## src/source/avr_io_pkg.sv

```systemverilog
package avr_io_pkg;

   // =========================================================================
   // Bus and interrupt types
   // =========================================================================

   parameter int IRQS_WIDTH = 23;

   typedef logic [5:0]            io_addr_t;
   typedef logic [7:0]            io_data_t;
   typedef logic [IRQS_WIDTH-1:0] irq_vec_t;

   // Decoded registers, also the bit order of the select vectors
   typedef enum logic [3:0] {
      REG_PORTA,
      REG_DDRA,
      REG_PINA,
      REG_PORTB,
      REG_DDRB,
      REG_PINB,
      REG_TCCR0,
      REG_TCNT0,
      REG_OCR0,
      REG_TIFR
   } io_reg_e;

   parameter int NUM_IO_REGS = 10;

   typedef logic [NUM_IO_REGS-1:0] reg_sel_t;

   // =========================================================================
   // I/O register map
   // =========================================================================

   parameter io_addr_t PINB_ADR  = 6'h16;
   parameter io_addr_t DDRB_ADR  = 6'h17;
   parameter io_addr_t PORTB_ADR = 6'h18;
   parameter io_addr_t PINA_ADR  = 6'h19;
   parameter io_addr_t DDRA_ADR  = 6'h1A;
   parameter io_addr_t PORTA_ADR = 6'h1B;
   parameter io_addr_t OCR0_ADR  = 6'h31;
   parameter io_addr_t TCNT0_ADR = 6'h32;
   parameter io_addr_t TCCR0_ADR = 6'h33;
   parameter io_addr_t TIFR_ADR  = 6'h36;

   // Timer 0 clock select, codes 6 and 7 behave as stop
   typedef enum logic [2:0] {
      CS_STOP    = 3'd0,
      CS_DIV1    = 3'd1,
      CS_DIV8    = 3'd2,
      CS_DIV64   = 3'd3,
      CS_DIV256  = 3'd4,
      CS_DIV1024 = 3'd5
   } clk_sel_e;

   // TIFR flag positions
   parameter int TOV0_BIT = 0;
   parameter int OCF0_BIT = 1;

   // Interrupt line indices
   parameter int IRQ_TC0_OVF = 15;
   parameter int IRQ_TC0_CMP = 14;
   parameter int IRQ_EXT1    = 1;

endpackage

```

## src/source/io_addr_decode.sv

```systemverilog
module io_addr_decode (
   input  avr_io_pkg::io_addr_t adr,
   input  logic                 iore,
   input  logic                 iowe,
   output avr_io_pkg::reg_sel_t wr_sel,
   output avr_io_pkg::reg_sel_t rd_sel
);

   import avr_io_pkg::*;

   reg_sel_t adr_hit;

   // =========================================================================
   // Address match, one bit per register
   // =========================================================================

   always_comb begin
      adr_hit = '0;
      case (adr)
         PORTA_ADR: begin
            adr_hit[REG_PORTA] = 1'b1;
         end
         DDRA_ADR: begin
            adr_hit[REG_DDRA] = 1'b1;
         end
         PINA_ADR: begin
            adr_hit[REG_PINA] = 1'b1;
         end
         PORTB_ADR: begin
            adr_hit[REG_PORTB] = 1'b1;
         end
         DDRB_ADR: begin
            adr_hit[REG_DDRB] = 1'b1;
         end
         PINB_ADR: begin
            adr_hit[REG_PINB] = 1'b1;
         end
         TCCR0_ADR: begin
            adr_hit[REG_TCCR0] = 1'b1;
         end
         TCNT0_ADR: begin
            adr_hit[REG_TCNT0] = 1'b1;
         end
         OCR0_ADR: begin
            adr_hit[REG_OCR0] = 1'b1;
         end
         TIFR_ADR: begin
            adr_hit[REG_TIFR] = 1'b1;
         end
         default: begin
            adr_hit = '0;
         end
      endcase
   end

   // Qualify with the strobes
   assign wr_sel = adr_hit & {NUM_IO_REGS{iowe}};
   assign rd_sel = adr_hit & {NUM_IO_REGS{iore}};

endmodule

```

## src/source/io_read_mux.sv

```systemverilog
module io_read_mux (
   input  avr_io_pkg::reg_sel_t rd_sel,
   input  avr_io_pkg::io_data_t porta_val,
   input  avr_io_pkg::io_data_t ddra_val,
   input  avr_io_pkg::io_data_t pina_val,
   input  avr_io_pkg::io_data_t portb_val,
   input  avr_io_pkg::io_data_t ddrb_val,
   input  avr_io_pkg::io_data_t pinb_val,
   input  avr_io_pkg::io_data_t tccr0_val,
   input  avr_io_pkg::io_data_t tcnt0_val,
   input  avr_io_pkg::io_data_t ocr0_val,
   input  avr_io_pkg::io_data_t tifr_val,
   output avr_io_pkg::io_data_t dbus_out,
   output logic                 out_en
);

   import avr_io_pkg::*;

   io_data_t reg_val [NUM_IO_REGS];

   // Values in select bit order
   assign reg_val[REG_PORTA] = porta_val;
   assign reg_val[REG_DDRA]  = ddra_val;
   assign reg_val[REG_PINA]  = pina_val;
   assign reg_val[REG_PORTB] = portb_val;
   assign reg_val[REG_DDRB]  = ddrb_val;
   assign reg_val[REG_PINB]  = pinb_val;
   assign reg_val[REG_TCCR0] = tccr0_val;
   assign reg_val[REG_TCNT0] = tcnt0_val;
   assign reg_val[REG_OCR0]  = ocr0_val;
   assign reg_val[REG_TIFR]  = tifr_val;

   // AND-OR merge, at most one select is set
   always_comb begin
      dbus_out = '0;
      for (int i = 0; i < NUM_IO_REGS; i++) begin
         dbus_out = dbus_out | (reg_val[i] & {8{rd_sel[i]}});
      end
   end

   assign out_en = |rd_sel;

endmodule

```

## src/source/peripherals.sv

```systemverilog
module peripherals #(
   parameter int port_width = 8
) (
   // Clock and reset
   input  logic                  cp2,
   input  logic                  reset,

   // CPU I/O bus
   input  avr_io_pkg::io_addr_t  adr,
   input  logic                  iore,
   input  logic                  iowe,
   input  avr_io_pkg::io_data_t  dbus_in,
   output avr_io_pkg::io_data_t  dbus_out,
   output logic                  out_en,

   // Interrupts
   output avr_io_pkg::irq_vec_t  irqlines,
   input  avr_io_pkg::irq_vec_t  irq_ack,
   input  logic                  ext_irq1,

   // Port A pins
   output logic [port_width-1:0] porta_portx,
   output logic [port_width-1:0] porta_ddrx,
   input  logic [port_width-1:0] porta_pinx,

   // Port B pins
   output logic [port_width-1:0] portb_portx,
   output logic [port_width-1:0] portb_ddrx,
   input  logic [port_width-1:0] portb_pinx
);

   import avr_io_pkg::*;

   reg_sel_t wr_sel;
   reg_sel_t rd_sel;

   io_data_t porta_val;
   io_data_t ddra_val;
   io_data_t pina_val;
   io_data_t portb_val;
   io_data_t ddrb_val;
   io_data_t pinb_val;
   io_data_t tccr0_val;
   io_data_t tcnt0_val;
   io_data_t ocr0_val;
   io_data_t tifr_val;

   logic tc0_ovf_irq;
   logic tc0_cmp_irq;

   // =========================================================================
   // Address decode
   // =========================================================================

   io_addr_decode io_addr_decode_inst (
      .adr    (adr),
      .iore   (iore),
      .iowe   (iowe),
      .wr_sel (wr_sel),
      .rd_sel (rd_sel)
   );

   // =========================================================================
   // Peripherals
   // =========================================================================

   pport #(
      .port_width (port_width)
   ) pport_a_inst (
      .cp2       (cp2),
      .reset     (reset),
      .dbus_in   (dbus_in),
      .portx_wr  (wr_sel[REG_PORTA]),
      .ddrx_wr   (wr_sel[REG_DDRA]),
      .pinx      (porta_pinx),
      .portx     (porta_portx),
      .ddrx      (porta_ddrx),
      .portx_val (porta_val),
      .ddrx_val  (ddra_val),
      .pinx_val  (pina_val)
   );

   pport #(
      .port_width (port_width)
   ) pport_b_inst (
      .cp2       (cp2),
      .reset     (reset),
      .dbus_in   (dbus_in),
      .portx_wr  (wr_sel[REG_PORTB]),
      .ddrx_wr   (wr_sel[REG_DDRB]),
      .pinx      (portb_pinx),
      .portx     (portb_portx),
      .ddrx      (portb_ddrx),
      .portx_val (portb_val),
      .ddrx_val  (ddrb_val),
      .pinx_val  (pinb_val)
   );

   timer_counter0 timer_counter0_inst (
      .cp2      (cp2),
      .reset    (reset),
      .dbus_in  (dbus_in),
      .tccr_wr  (wr_sel[REG_TCCR0]),
      .tcnt_wr  (wr_sel[REG_TCNT0]),
      .ocr_wr   (wr_sel[REG_OCR0]),
      .tifr_wr  (wr_sel[REG_TIFR]),
      .ovf_ack  (irq_ack[IRQ_TC0_OVF]),
      .cmp_ack  (irq_ack[IRQ_TC0_CMP]),
      .tccr_val (tccr0_val),
      .tcnt_val (tcnt0_val),
      .ocr_val  (ocr0_val),
      .tifr_val (tifr_val),
      .ovf_irq  (tc0_ovf_irq),
      .cmp_irq  (tc0_cmp_irq)
   );

   // =========================================================================
   // Read data merge
   // =========================================================================

   io_read_mux io_read_mux_inst (
      .rd_sel    (rd_sel),
      .porta_val (porta_val),
      .ddra_val  (ddra_val),
      .pina_val  (pina_val),
      .portb_val (portb_val),
      .ddrb_val  (ddrb_val),
      .pinb_val  (pinb_val),
      .tccr0_val (tccr0_val),
      .tcnt0_val (tcnt0_val),
      .ocr0_val  (ocr0_val),
      .tifr_val  (tifr_val),
      .dbus_out  (dbus_out),
      .out_en    (out_en)
   );

   // Interrupt vector, unused lines stay low
   always_comb begin
      irqlines              = '0;
      irqlines[IRQ_TC0_OVF] = tc0_ovf_irq;
      irqlines[IRQ_TC0_CMP] = tc0_cmp_irq;
      irqlines[IRQ_EXT1]    = ext_irq1;
   end

endmodule

```

## src/source/pport.sv

```systemverilog
module pport #(
   parameter int port_width = 8
) (
   input  logic                  cp2,
   input  logic                  reset,
   input  avr_io_pkg::io_data_t  dbus_in,
   input  logic                  portx_wr,
   input  logic                  ddrx_wr,
   input  logic [port_width-1:0] pinx,
   output logic [port_width-1:0] portx,
   output logic [port_width-1:0] ddrx,
   output avr_io_pkg::io_data_t  portx_val,
   output avr_io_pkg::io_data_t  ddrx_val,
   output avr_io_pkg::io_data_t  pinx_val
);

   import avr_io_pkg::*;

   logic [port_width-1:0] pin_meta;
   logic [port_width-1:0] pin_sync;

   // =========================================================================
   // Output and direction registers
   // =========================================================================

   always_ff @(posedge cp2) begin
      if (reset) begin
         portx <= '0;
      end else if (portx_wr) begin
         portx <= dbus_in[port_width-1:0];
      end
   end

   always_ff @(posedge cp2) begin
      if (reset) begin
         ddrx <= '0;
      end else if (ddrx_wr) begin
         ddrx <= dbus_in[port_width-1:0];
      end
   end

   // =========================================================================
   // Pin synchronizer
   // =========================================================================

   // Two stages, the pins are asynchronous to cp2
   always_ff @(posedge cp2) begin
      if (reset) begin
         pin_meta <= '0;
         pin_sync <= '0;
      end else begin
         pin_meta <= pinx;
         pin_sync <= pin_meta;
      end
   end

   // Read values, upper bits zero for narrow ports
   assign portx_val = io_data_t'(portx);
   assign ddrx_val  = io_data_t'(ddrx);
   assign pinx_val  = io_data_t'(pin_sync);

endmodule

```

## src/source/timer_counter0.sv

```systemverilog
module timer_counter0 (
   input  logic                 cp2,
   input  logic                 reset,
   input  avr_io_pkg::io_data_t dbus_in,
   input  logic                 tccr_wr,
   input  logic                 tcnt_wr,
   input  logic                 ocr_wr,
   input  logic                 tifr_wr,
   input  logic                 ovf_ack,
   input  logic                 cmp_ack,
   output avr_io_pkg::io_data_t tccr_val,
   output avr_io_pkg::io_data_t tcnt_val,
   output avr_io_pkg::io_data_t ocr_val,
   output avr_io_pkg::io_data_t tifr_val,
   output logic                 ovf_irq,
   output logic                 cmp_irq
);

   import avr_io_pkg::*;

   localparam int PRESC_WIDTH = 10;

   logic [2:0]             cs_q;
   logic [PRESC_WIDTH-1:0] presc_cnt;
   logic                   timer_on;
   logic                   cnt_en;
   io_data_t               tcnt_q;
   io_data_t               tcnt_next;
   io_data_t               ocr_q;
   logic                   tov_q;
   logic                   ocf_q;
   logic                   ovf_set;
   logic                   cmp_set;
   logic                   tov_clr;
   logic                   ocf_clr;

   // =========================================================================
   // Control and compare registers
   // =========================================================================

   always_ff @(posedge cp2) begin
      if (reset) begin
         cs_q  <= '0;
         ocr_q <= '0;
      end else begin
         if (tccr_wr) begin
            cs_q <= dbus_in[2:0];
         end
         if (ocr_wr) begin
            ocr_q <= dbus_in;
         end
      end
   end

   // =========================================================================
   // Prescaler
   // =========================================================================

   // Tap selection, codes 6 and 7 fall into the default
   always_comb begin
      timer_on = 1'b1;
      case (clk_sel_e'(cs_q))
         CS_DIV1:    cnt_en = 1'b1;
         CS_DIV8:    cnt_en = &presc_cnt[2:0];
         CS_DIV64:   cnt_en = &presc_cnt[5:0];
         CS_DIV256:  cnt_en = &presc_cnt[7:0];
         CS_DIV1024: cnt_en = &presc_cnt;
         default: begin
            timer_on = 1'b0;
            cnt_en   = 1'b0;
         end
      endcase
   end

   // A TCNT0 write restarts the division
   always_ff @(posedge cp2) begin
      if (reset || tcnt_wr || !timer_on) begin
         presc_cnt <= '0;
      end else begin
         presc_cnt <= presc_cnt + 1'b1;
      end
   end

   // =========================================================================
   // Counter and flags
   // =========================================================================

   assign tcnt_next = tcnt_q + 1'b1;

   always_ff @(posedge cp2) begin
      if (reset) begin
         tcnt_q <= '0;
      end else if (tcnt_wr) begin
         tcnt_q <= dbus_in;
      end else if (cnt_en) begin
         tcnt_q <= tcnt_next;
      end
   end

   assign ovf_set = cnt_en & ~tcnt_wr & (tcnt_q == 8'hFF);
   assign cmp_set = cnt_en & ~tcnt_wr & (tcnt_next == ocr_q);
   assign tov_clr = ovf_ack | (tifr_wr & dbus_in[TOV0_BIT]);
   assign ocf_clr = cmp_ack | (tifr_wr & dbus_in[OCF0_BIT]);

   // Set has priority over clear
   always_ff @(posedge cp2) begin
      if (reset) begin
         tov_q <= 1'b0;
         ocf_q <= 1'b0;
      end else begin
         tov_q <= ovf_set | (tov_q & ~tov_clr);
         ocf_q <= cmp_set | (ocf_q & ~ocf_clr);
      end
   end

   always_comb begin
      tifr_val           = '0;
      tifr_val[TOV0_BIT] = tov_q;
      tifr_val[OCF0_BIT] = ocf_q;
   end

   assign tccr_val = io_data_t'(cs_q);
   assign tcnt_val = tcnt_q;
   assign ocr_val  = ocr_q;
   assign ovf_irq  = tov_q;
   assign cmp_irq  = ocf_q;

endmodule
```

## config.mk

```make
export PLATFORM = sky130hd
export DESIGN_NAME = peripherals
export DESIGN_NICKNAME = d
export VERILOG_FILES = /design/src/source/avr_io_pkg.sv /design/src/source/io_addr_decode.sv /design/src/source/io_read_mux.sv /design/src/source/peripherals.sv /design/src/source/pport.sv /design/src/source/timer_counter0.sv
export SDC_FILE = /design/constraint.sdc
export NUM_CORES = 1
export LEC_CHECK = 0
export ABC_AREA = 1
export BUFFER_PORTS_ARGS = -buffer_cell sky130_fd_sc_hd__buf_2
export CAP_MARGIN = 20
export CORE_UTILIZATION = 54
export CTS_BUF_LIST = sky130_fd_sc_hd__clkbuf_8
export DETAILED_ROUTE_END_ITERATION = 8
export HOLD_SLACK_MARGIN = 0.05
export PLACE_DENSITY = 0.89
export SLEW_MARGIN = 20
export SYNTH_ARGS = -nofsm -noshare
export SYNTH_HDL_FRONTEND = slang
export SYNTH_SLANG_ARGS = --single-unit
```

## constraint.sdc

```tcl
create_clock -name cp2 -period 1.6 [get_ports cp2]
set_input_delay 0.08 -clock cp2 [delete_from_list [all_inputs] [get_ports cp2]]
set_output_delay 0.08 -clock cp2 [all_outputs]
set_load 0.03 [all_outputs]
```

Word-level counts from Yosys, hierarchy flattened
Cells that the tools add are included.
Widths: inputs -> output; s select.
{"block": "totals", "ff_bits": 95, "latchBits": 0, "mem_bits_rw": 0, "romBits": 0, "input_bits": 58, "wordCells": 92, "memories": 0}
{"block": "op_classes", "n_addsub": 2, "n_mul": 0, "n_div": 0, "n_lt_le_gt_ge": 0, "n_eq_ne": 17, "shift": 0, "mux": 14, "n_bitwise": 35, "n_reduce_logical": 10}
{"operator": "$or 8x8->8", "count": 9}
{"operator": "$and 8x8->8", "count": 8}
{"operator": "$eq 6x5->1 const B", "count": 6}
{"operator": "$eq 6x6->1 const B", "count": 4}
{"operator": "$and 10x10->10", "count": 2}
{"operator": "$mux 8", "count": 2}
{"operator": "$mux 1", "count": 11}
{"operator": "$add 10x1->10 const B", "count": 1}
{"operator": "$reduce_and 10->1", "count": 1}
{"operator": "$reduce_or 10->1", "count": 1}
{"operator": "$add 8x1->8 const B", "count": 1}
{"operator": "$and 2x8->8", "count": 1}
{"operator": "$and 3x8->8", "count": 1}
{"operator": "$eq 8x8->1", "count": 1}
{"operator": "$eq 8x8->1 const B", "count": 1}
{"operator": "$reduce_and 8->1", "count": 1}
{"operator": "$and 1x1->1", "count": 7}
{"operator": "$eq 3x2->1 const B", "count": 2}
{"operator": "$eq 3x3->1 const B", "count": 2}
{"operator": "$reduce_and 6->1", "count": 1}
{"operator": "$pmux 1 s5", "count": 1}
{"operator": "$reduce_or 5->1", "count": 1}
{"operator": "$or 1x1->1", "count": 4}
{"operator": "$eq 3x1->1 const B", "count": 1}
{"operator": "5 further kinds", "count": 8}

Longest topological paths before layout
Gate-level depths: netlist (run 1).
{"block": "depth", "depth_word": 13, "ltp_mapped": 12, "mapped_depth_nobuf": 12}

Modules after synthesis
A second synthesis (run 1) with hierarchy kept.
{"block": "hier_totals", "hier_cells": 813, "area_unflattened_um2": 5321.4}
{"module": "pport", "n_inst": 2, "cells_per_inst": 160, "area_each_um2": 1251.2, "seq_area_each_um2": 640.6}
{"module": "timer_counter0", "n_inst": 1, "cells_per_inst": 251, "area_each_um2": 1764.2, "seq_area_each_um2": 620.6}
{"module": "io_read_mux", "n_inst": 1, "cells_per_inst": 170, "area_each_um2": 670.6, "seq_area_each_um2": 0.0}
{"module": "io_addr_decode", "n_inst": 1, "cells_per_inst": 48, "area_each_um2": 207.7, "seq_area_each_um2": 0.0}
{"module": "peripherals", "n_inst": 1, "cells_per_inst": 24, "area_each_um2": 176.4, "seq_area_each_um2": 0.0}

Worst setup path before layout (run 1)
Ideal clock, no wire load.
{"block": "synth_timing", "path_type": "flip-flop to flip-flop", "startpoint": "register timer_counter0_inst.presc_cnt[0]", "endpoint": "register timer_counter0_inst.tcnt_q[7], in the netlist timer_counter0_inst.tcnt_val[7]", "setup_time_ns": 0.067, "t_arrival_ns": 1.357, "path_slack_ns": 0.176, "path_stages_with_launch": 11, "n_path_buf": 0, "synth_period_minus_slack_ns": 1.424, "cell_sequence": "dfxtp_1 ha_1 nand3_2 nor2_4 nand2_2 nor2_2 nor2_2 nand3_4 inv_4 nand2_1 a21oi_2"}
{"block": "synth_via", "elab_chain_cells": 3, "word_cells_on_any_way": 6, "cone_classes": "1 x mux; 5 x reduce/logical"}
{"element": "start, declared", "line_no": "timer_counter0.sv:24", "text": "logic [PRESC_WIDTH-1:0] presc_cnt;"}
{"element": "start signal, assigned", "line_no": "timer_counter0.sv:80", "text": "presc_cnt <= presc_cnt + 1'b1;"}
{"element": "$reduce_and 10->1 (tied with other cells)", "line_no": "timer_counter0.sv:67", "text": "CS_DIV1024: cnt_en = &presc_cnt;"}
{"element": "$pmux 1 s5 (*)", "line_no": "timer_counter0.sv:62", "text": "case (clk_sel_e'(cs_q))"}
{"element": "$reduce_bool 2->1 (no line) (*)"}
{"element": "end signal, assigned", "line_no": "timer_counter0.sv:94", "text": "tcnt_q <= dbus_in;"}
{"element": "end signal, assigned", "line_no": "timer_counter0.sv:96", "text": "tcnt_q <= tcnt_next;"}
{"element": "end, declared", "line_no": "timer_counter0.sv:27", "text": "io_data_t tcnt_q;"}
Every way passes the cells marked *; elsewhere a longest branch is shown, timed or not.
A chain may end at the register's enable or synchronous reset.

Worst setup path in the final report (run 1)
{"block": "layout_timing", "startpoint": "input adr[5]", "endpoint": "output dbus_out[3]"}
{"block": "layout_via", "elab_chain_cells": 13, "word_cells_on_any_way": 40, "cone_classes": "10 x eq/ne; 10 x mux; 20 x bitwise"}
{"element": "start, declared", "line_no": "peripherals.sv:9", "text": "input avr_io_pkg::io_addr_t adr,"}
{"element": "$eq 6x5->1", "line_no": "io_addr_decode.sv:19", "text": "case (adr)"}
{"element": "$mux 1", "line_no": "io_addr_decode.sv:19"}
{"element": "$and 10x10->10 (*)", "line_no": "io_addr_decode.sv:58", "text": "assign rd_sel = adr_hit & {NUM_IO_REGS{iore}};"}
{"element": "$and 8x8->8", "line_no": "io_read_mux.sv:37", "text": "dbus_out = dbus_out | (reg_val[i] & {8{rd_sel[i]}});"}
{"element": "$or 8x8->8 (8 in series)", "line_no": "io_read_mux.sv:37"}
{"element": "$or 8x8->8 (*)", "line_no": "io_read_mux.sv:37"}
{"element": "end, declared", "line_no": "peripherals.sv:13", "text": "output avr_io_pkg::io_data_t dbus_out,"}
Marked as above.

==> impl_results.md, run 1 <==
* Global-route usage over all layers at 29.2%
* Critical path type: primary input to output pin
* Synthesized area per cell at 7.05 um^2
* Buffers added on ports at 78
* CTS tree: done
* Floorplan core area at 0.00818 mm^2
* Post-synthesis xor/xnor area fraction at 1.16%
* R2R depth at 10
* Number of top-level pins at 122
* Upper clock frequency limit at 625 MHz
* Detailed-routing iteration count for the pre-antenna-repair pass at 8
* Nets at 815
* Vias per inst at 5.42
* Sw Ratio at 28.5%
* Max Fanout on Critical Path at 9
* Root buffer cell: sky130_fd_sc_hd__clkbuf_8
* Buffering stage count on the worst path with inverters included at 3
* Total overflow reported by the global router at 0
* Delay of the slowest critical-path stage at 0.36 ns
* Detailed Route Iter0 Violations at 421
* Number of max-capacitance violations reported at 0
* Pin count of the biggest net entering global routing at 43
* Cell type of the slowest stage on the worst timing path: sky130_fd_sc_hd__and3_2
* Number of nets with antenna violations after detailed routing at 0
* Mapped cell area at 0.00453 mm^2
* Initial cell density of the core at 55.4%
* Final Max Tran Viols at 0
* Max Clock Skew at 0.0129 ns
* Most common cell after layout, fill and taps aside: sky130_fd_sc_hd__inv_1
* Total leakage power at 2.52 nW
* Net switching power figure at 1.26 mW
* Worst hold path type: primary input to flip-flop
* RePlAce Congestion at 0.933
* Top library cells by usage in the layout, fill and taps aside: sky130_fd_sc_hd__inv_1 (101), sky130_fd_sc_hd__nand2_1 (97), sky130_fd_sc_hd__dfxtp_1 (89), sky130_fd_sc_hd__nor2_1 (87), sky130_fd_sc_hd__buf_2 (78)
* WHS Path Cells at 3
* Post-Synth Adder-Cell Area at 0.828%
* Power share of the combinational group at 8.6%
* Critical path data arrival time at 1.52 ns
* VDD IR-drop max at 0.746 mV
* Clock edge transition at the registers on the reported setup and hold paths at 0.11 ns
* Final number of setup-violating endpoints at 1
* Dpl hpwl at 8580 um
* Number of vias in the routed layout at 4683
* Launch point of the worst reg-to-reg path: timer_counter0_inst.presc_cnt[0]$_SDFF_PP0_
* Critical hold path startpoint: dbus_in[2]
* Initial antenna violation count at 0
* Die X-Extent at 93.6 um
* Worst Setup Slack, final at -0.000750 ns
* Average wire length per cell after detail routing at 14.7 um
* Count of unique library cells instantiated by Yosys at 40
* Number of warnings reported in the yosys synthesis log at 0
* Clock insertion delay at the later pin of the skew report at 0.38 ns
* Flop pwr share at 54.9%
* Status: finished with violations
* Tmin final at 1.60 ns
* Clk sink count at 95
* WP data required at 1.52 ns
* Worst-path cell chain: buf_2 -> inv_1 -> nand2_1 -> nor2_1 -> and3_2 -> nand2_1 -> nand3_1 -> nor2_1 -> o2111ai_1 -> buf_2
* Remaining design rule violation count at 0
* Clk pwr share at 36.5%
* Crit. End Element: output pin
* Sequential area share after synthesis at 42.0%
* Core Rows at 33
* Area share of and/or/nand/nor cells after synthesis at 25.7%
* Final Routed Wirelength at 12700 um
* Number of instances in the placed design at 821
* RSZ-0062 raised after global routing: true
* Synthesized-area fraction occupied by ao, oa, aoi and oai cells at 15.6%
* Global-route wire length before repair at 19800 um
* Synth-to-Final Area Change at 23.7%
* Final period util at 100%
* Pre-CTS setup slack at -0.0393 ns
* Layout Cells excl Fill at 864
* Setup Total Neg Slack at -0.000750 ns
* Number of flip-flops and latches in the synthesized netlist at 95
* Core Util, Final at 68.6%
* Final Hold Slack at 0.0688 ns
* Synth Instances at 643
* Total internal power at 3.16 mW
* Largest family of logic cells by synthesized area: simple AND/OR/NAND/NOR gates
* Inserted Clock Buffers at 9
* R2r endpoint: timer_counter0_inst.tcnt_val[0]$_SDFFE_PP0P_
* Worst min-delay path endpoint: pport_a_inst.ddrx[2]$_SDFFE_PP0P_
* Clock Tree Buf Depth at 2
* Fraction of final layout cells with drive strength greater than 1 at 23.6%
* Chip Height at 93.6 um
* # diodes at 0
* Violations in the final reports: setup timing
* Die footprint at 0.00876 mm^2
* Number of failing hold endpoints at the final stage at 0
* CP delay by family, top: simple AND/OR/NAND/NOR gates
* Setup slack, reg-to-reg at 0.03 ns
* Areal power density over the cells at 787 mW/mm^2
* Maximum level of the CTS H-tree at 3
* CP Launch Type: primary input
* Share of synthesized area spent on multiplexers at 0%
* Vias in the first global route at 4355
power by group through the flow:
stage | clock network [mW] | logic [mW] | registers, mW
2_1_floorplan | 0 | 0.239 | 2.49
3_3_place_gp | 0 | 0.311 | 2.48
3_5_place_dp | 0 | 0.320 | 2.48
4_1_cts | 1.63 | 0.358 | 2.43
5_1_grt | 1.73 | 0.413 | 2.43
6_report | 1.61 | 0.378 | 2.43
per-layer routing:
layer  up-vias  track usage (%)  wire, um
li1       2212                -         -
met1      2138             33.7      4920
met2       281             50.1      6170
met3        52             6.75      1120
met4         0             15.3       515
met5         -                0         0
how the worst max path moves through the flow:
| stage | cells past startpoint | start | slack (ns) | end |
|---|---|---|---|---|
| finish | 10 | adr[5] | -0.0007 | dbus_out[3] |
| global route | 10 | adr[5] | -0.10 | dbus_out[3] |
| CTS | 9 | adr[0] | 0.007 | dbus_out[4] |
| detailed placement | 10 | timer_counter0_inst.presc_cnt[0]$_SDFF_PP0_ | -0.04 | timer_counter0_inst.tcnt_val[5]$_SDFFE_PP0P_ |
| global placement | 11 | adr[0] | 0.05 | dbus_out[3] |
| floorplan | 10 | timer_counter0_inst.presc_cnt[0]$_SDFF_PP0_ | 0.18 | timer_counter0_inst.tcnt_val[7]$_SDFFE_PP0P_ |
cells by family after synthesis:
kind of cell,after synthesis
buffers and inverters,148
XOR/XNOR,6
other,1
adder cells (fa/ha/maj),3
AO/OA/AOI/OAI,129
flip-flops,95
AND/OR/NAND/NOR,261
area by class of cell:
| type | count | area, um^2 |
|---|---|---|
| well taps | 105 | 131 |
| fillers | 625 | 2570 |
| multi-input cells | 420 | 2170 |
| clock inverters | 7 | 86.3 |
| flip-flops and latches | 95 | 1910 |
| repair inverters | 1 | 7.51 |
| repair buffers | 120 | 766 |
| inverters | 107 | 408 |
| clock buffers | 9 | 124 |
flip-flops by register name (all words and copies together) (netlist names):
signal / flops
timer_counter0_inst.ocr_val: 8
pport_a_inst.pin_meta: 8
timer_counter0_inst.ovf_irq: 1
timer_counter0_inst.tcnt_val: 8
pport_a_inst.portx: 8
timer_counter0_inst.presc_cnt: 10
timer_counter0_inst.cmp_irq: 1
pport_b_inst.pinx_val: 8
pport_b_inst.pin_meta: 8
pport_a_inst.pinx_val: 8
pport_b_inst.ddrx: 8
pport_a_inst.ddrx: 8
pport_b_inst.portx: 8
timer_counter0_inst.cs_q: 3
tightest hold or removal path: stages:
cell	delay (ns)
sky130_fd_sc_hd__buf_2	0.16
sky130_fd_sc_hd__o21ai_0	0.10
sky130_fd_sc_hd__nor2_1	0.08
Yosys cell counts:
| cell type | number | area share (%) |
|---|---|---|
| sky130_fd_sc_hd__nand3_4 | 1 | 0.39 |
| sky130_fd_sc_hd__dfxtp_1 | 95 | 42 |
| sky130_fd_sc_hd__nand3_2 | 1 | 0.22 |
| sky130_fd_sc_hd__xnor2_1 | 3 | 0.58 |
| sky130_fd_sc_hd__nor4_1 | 1 | 0.14 |
| sky130_fd_sc_hd__and2_4 | 1 | 0.19 |
| sky130_fd_sc_hd__nand3b_1 | 1 | 0.17 |
| sky130_fd_sc_hd__a21oi_1 | 53 | 5.9 |
| sky130_fd_sc_hd__inv_1 | 101 | 8.4 |
| sky130_fd_sc_hd__nand2_1 | 100 | 8.3 |
| sky130_fd_sc_hd__clkinv_1 | 2 | 0.17 |
| sky130_fd_sc_hd__a221oi_1 | 1 | 0.19 |
| sky130_fd_sc_hd__o2111ai_1 | 2 | 0.39 |
| sky130_fd_sc_hd__clkbuf_1 | 10 | 0.83 |
| sky130_fd_sc_hd__nor2_1 | 92 | 7.6 |
| sky130_fd_sc_hd__o22ai_1 | 9 | 1.2 |
| sky130_fd_sc_hd__and3_1 | 2 | 0.28 |
| sky130_fd_sc_hd__o311ai_2 | 1 | 0.36 |
| sky130_fd_sc_hd__nand4_1 | 7 | 0.97 |
| sky130_fd_sc_hd__buf_8 | 1 | 0.33 |
| sky130_fd_sc_hd__buf_4 | 23 | 3.8 |
| sky130_fd_sc_hd__a21oi_4 | 1 | 0.36 |
| sky130_fd_sc_hd__nand2_4 | 1 | 0.25 |
| sky130_fd_sc_hd__nor2_2 | 4 | 0.55 |
| sky130_fd_sc_hd__nand3_1 | 32 | 3.5 |
| sky130_fd_sc_hd__buf_2 | 7 | 0.77 |
| sky130_fd_sc_hd__nor3_1 | 4 | 0.44 |
| sky130_fd_sc_hd__nand2_2 | 7 | 0.97 |
| sky130_fd_sc_hd__nor2_4 | 4 | 0.99 |
| sky130_fd_sc_hd__nor2_8 | 1 | 0.44 |
| sky130_fd_sc_hd__o21ai_0 | 57 | 6.3 |
| sky130_fd_sc_hd__or2_2 | 2 | 0.28 |
| sky130_fd_sc_hd__o21ai_2 | 2 | 0.39 |
| sky130_fd_sc_hd__inv_4 | 1 | 0.14 |
| sky130_fd_sc_hd__a21oi_2 | 2 | 0.39 |
| sky130_fd_sc_hd__conb_1 | 1 | 0.083 |
| sky130_fd_sc_hd__xor2_1 | 3 | 0.58 |
| sky130_fd_sc_hd__a211oi_1 | 1 | 0.17 |
| sky130_fd_sc_hd__ha_1 | 3 | 0.83 |
| sky130_fd_sc_hd__inv_2 | 3 | 0.25 |
per-stage QoR:
stage / area [um^2] / total power, mW
after global routing: 5610 / 4.57
after CTS: 5430 / 4.41
after global placement: 5010 / 2.79
after floorplan: 4600 / 2.73
after detailed placement: 5010 / 2.80
final: 5610 / 4.42
repair_timing:
| item | in CTS | in global routing |
|---|---|---|
| endpoints found under the setup margin | 9 | 19 |
| gates cloned | 1 | 1 |
| gates resized for setup | 4 | 36 |
| hold buffers | 19 | 0 |
| endpoints found under the hold margin | 19 | 0 |
| pin swaps | 1 | 4 |
| setup buffers | 0 | 6 |
No activity file was read; power rests on OpenSTA's default activity.
==> run 2: changes to the inputs <==
PLACE_DENSITY = 0.82   (was 0.89)
==> run 2 against run 1 <==
Net effect: the flow still finishes with violations (setup timing); power up 2.5%; critical path depth unchanged; maximum frequency down 1.1%; setup slack worse by 0.017 ns; non-clock buffer count down 3; global-route usage down 1.1 points; largest cell class unchanged; largest power group unchanged.
==> impl_results.md, run 2 (same netlist as run 1, synthesis figures left out) <==
* Status: finished with violations
* Violations in the final reports: setup timing
* Worst-case headroom to the max-slew limit at 66.4%
* Buffers added on ports at 78
* Total chip power at 4.53 mW
* Global-route wire length before repair at 19000 um
* Die footprint at 0.00876 mm^2
* RSZ-0062 raised after global routing: true
* Worst hold path type: primary input to flip-flop
* Critical path type: flip-flop to flip-flop
* Setup Total Neg Slack at -0.0201 ns
* Root buffer cell: sky130_fd_sc_hd__clkbuf_8
* CTS tree: done
* WP data required at 1.84 ns
* # diodes at 0
* Die X-Extent at 93.6 um
* Final Routed Wirelength at 12400 um
* Footprint of the multi-input gates at 0.00221 mm^2
* Detailed-routing iteration count for the pre-antenna-repair pass at 5
* Delay of the slowest critical-path stage at 0.38 ns
* R2R depth at 10
* Global-route usage over all layers at 28.1%
* Total leakage power at 2.53 nW
* Upper clock frequency limit at 618 MHz
* Number of failing hold endpoints at the final stage at 0
* Most common cell after layout, fill and taps aside: sky130_fd_sc_hd__inv_1
* Layout Cells excl Fill at 860
* Post-route cell area at 0.00565 mm^2
* Setup slack, reg-to-reg at -0.02 ns
* Flip-flop count of the largest register, all copies and words added at 10
* Clk sink count at 95
* Cell type of the slowest stage on the worst timing path: sky130_fd_sc_hd__dfxtp_4
* WHS Path Cells at 3
* Final period util at 101%
* Post-place instance area at 0.00502 mm^2
* Crit. End Element: flip-flop
* VDD IR-drop max at 0.623 mV
* Total overflow reported by the global router at 0
* Max Fanout on Critical Path at 8
* Remaining design rule violation count at 0
* Worst Setup Slack, final at -0.0179 ns
* Worst-path cell chain: ha_4 -> nand3_4 -> nor2_4 -> nand2_4 -> nor2_4 -> nor2_4 -> nand3_4 -> inv_8 -> nand2_1 -> a21oi_1
* Top library cells by usage in the layout, fill and taps aside: sky130_fd_sc_hd__inv_1 (100), sky130_fd_sc_hd__nand2_1 (93), sky130_fd_sc_hd__dfxtp_1 (88), sky130_fd_sc_hd__nor2_1 (87), sky130_fd_sc_hd__buf_2 (76)
* Initial antenna violation count at 0
* Number of instances in the placed design at 823
* Initial cell density of the core at 55.4%
* RePlAce Congestion at 0.947
* WP depth at 10
* Final Max Tran Viols at 0
* Max Clock Skew at 0.00689 ns
* Final number of setup-violating endpoints at 2
* Layout filler cell count at 660
* Maximum level of the CTS H-tree at 3
* Number of nets with antenna violations after detailed routing at 0
* Buffering stage count on the worst path with inverters included at 1
* Synth-to-Final Area Change at 24.6%
* Vias per inst at 5.23
* CP Launch Type: flip-flop
* Dpl hpwl at 8580 um
* Dominant cell type by count on the critical path: sky130_fd_sc_hd__nor2_4
* Critical path data arrival time at 1.85 ns
* Clock edge transition at the registers on the reported setup and hold paths at 0.11 ns
* Clock Tree Buf Depth at 2
* Vias in the first global route at 4135
* CP delay by family, top: simple AND/OR/NAND/NOR gates
* Number of top-level pins at 122
* Floorplan core area at 0.00818 mm^2
* Fraction of final layout cells with drive strength greater than 1 at 24.1%
* Number of max-capacitance violations reported at 0
* Clock insertion delay at the later pin of the skew report at 0.37 ns
* Tmin final at 1.62 ns
* Chip Height at 93.6 um
* Core Rows at 33
* Areal power density over the cells at 801 mW/mm^2
* Average wire length per cell after detail routing at 14.4 um
* Number of vias in the routed layout at 4501
* Detailed Route Iter0 Violations at 289
* Register with the most flip-flops: timer_counter0_inst.presc_cnt
* Final Hold Slack at 0.0777 ns
* Core Util, Final at 69.1%
* Slew at the pin with the worst max-slew slack at 0.502 ns
* Pre-CTS setup slack at -0.00727 ns
* Inserted Clock Buffers at 9
* Pin count of the biggest net entering global routing at 43
* Sequential cell area at 0.00191 mm^2
* Nets at 811
## run 2: final timing paths
kind | start | endpoint
setup / recovery | timer_counter0_inst.presc_cnt[0]$_SDFF_PP0_ | timer_counter0_inst.tcnt_val[5]$_SDFFE_PP0P_
hold / removal | dbus_in[4] | pport_a_inst.ddrx[4]$_SDFFE_PP0P_
setup reg to reg | timer_counter0_inst.presc_cnt[0]$_SDFF_PP0_ | timer_counter0_inst.tcnt_val[5]$_SDFFE_PP0P_
hold reg to reg | pport_a_inst.pin_meta[4]$_SDFF_PP0_ | pport_a_inst.pinx_val[4]$_SDFF_PP0_
## run 2: timing repair
item,in CTS,in global routing
endpoints found under the setup margin,5,18
pin swaps,0,12
buffers inserted,0,1
hold endpoints to repair,20,0
cloned,0,1
gates resized for setup,1,56
hold buffers,20,0
## run 2: worst reg2reg max path, delay by kind of cell, from the launching register on
kind	cells	cell delay, ns
buf+inv	1	0.07
compound gates	1	0.06
fa+ha+maj	1	0.15
simple gates	7	0.83
flops	1	0.38
## run 2: metal layers
layer  vias to the layer above  global-route usage, %  wire length [um]
met3                        32                   5.20               818
li1                       2203                      -                 -
met2                       210                   50.5              6210
met4                         0                   9.74               286
met5                         -                      0                 0
met1                      2056                   33.3              5090
## run 2: layout make-up
cell class                 count  share of cell area [%]
timing repair buffer         117                    13.4
clock inverter                 7                    1.71
clock buffer                   9                    2.19
multi-input combinational    420                    39.1
inverter                     107                    7.38
sequential                    95                    33.9
tap                          105                    2.33
## run 2: power by group
| group | switching (mW) | leakage [nW] | internal, mW |
|---|---|---|---|
| clock | 0.950 | 0.109 | 0.774 |
| sequential | 0.0177 | 0.776 | 2.41 |
| combinational | 0.253 | 1.65 | 0.124 |
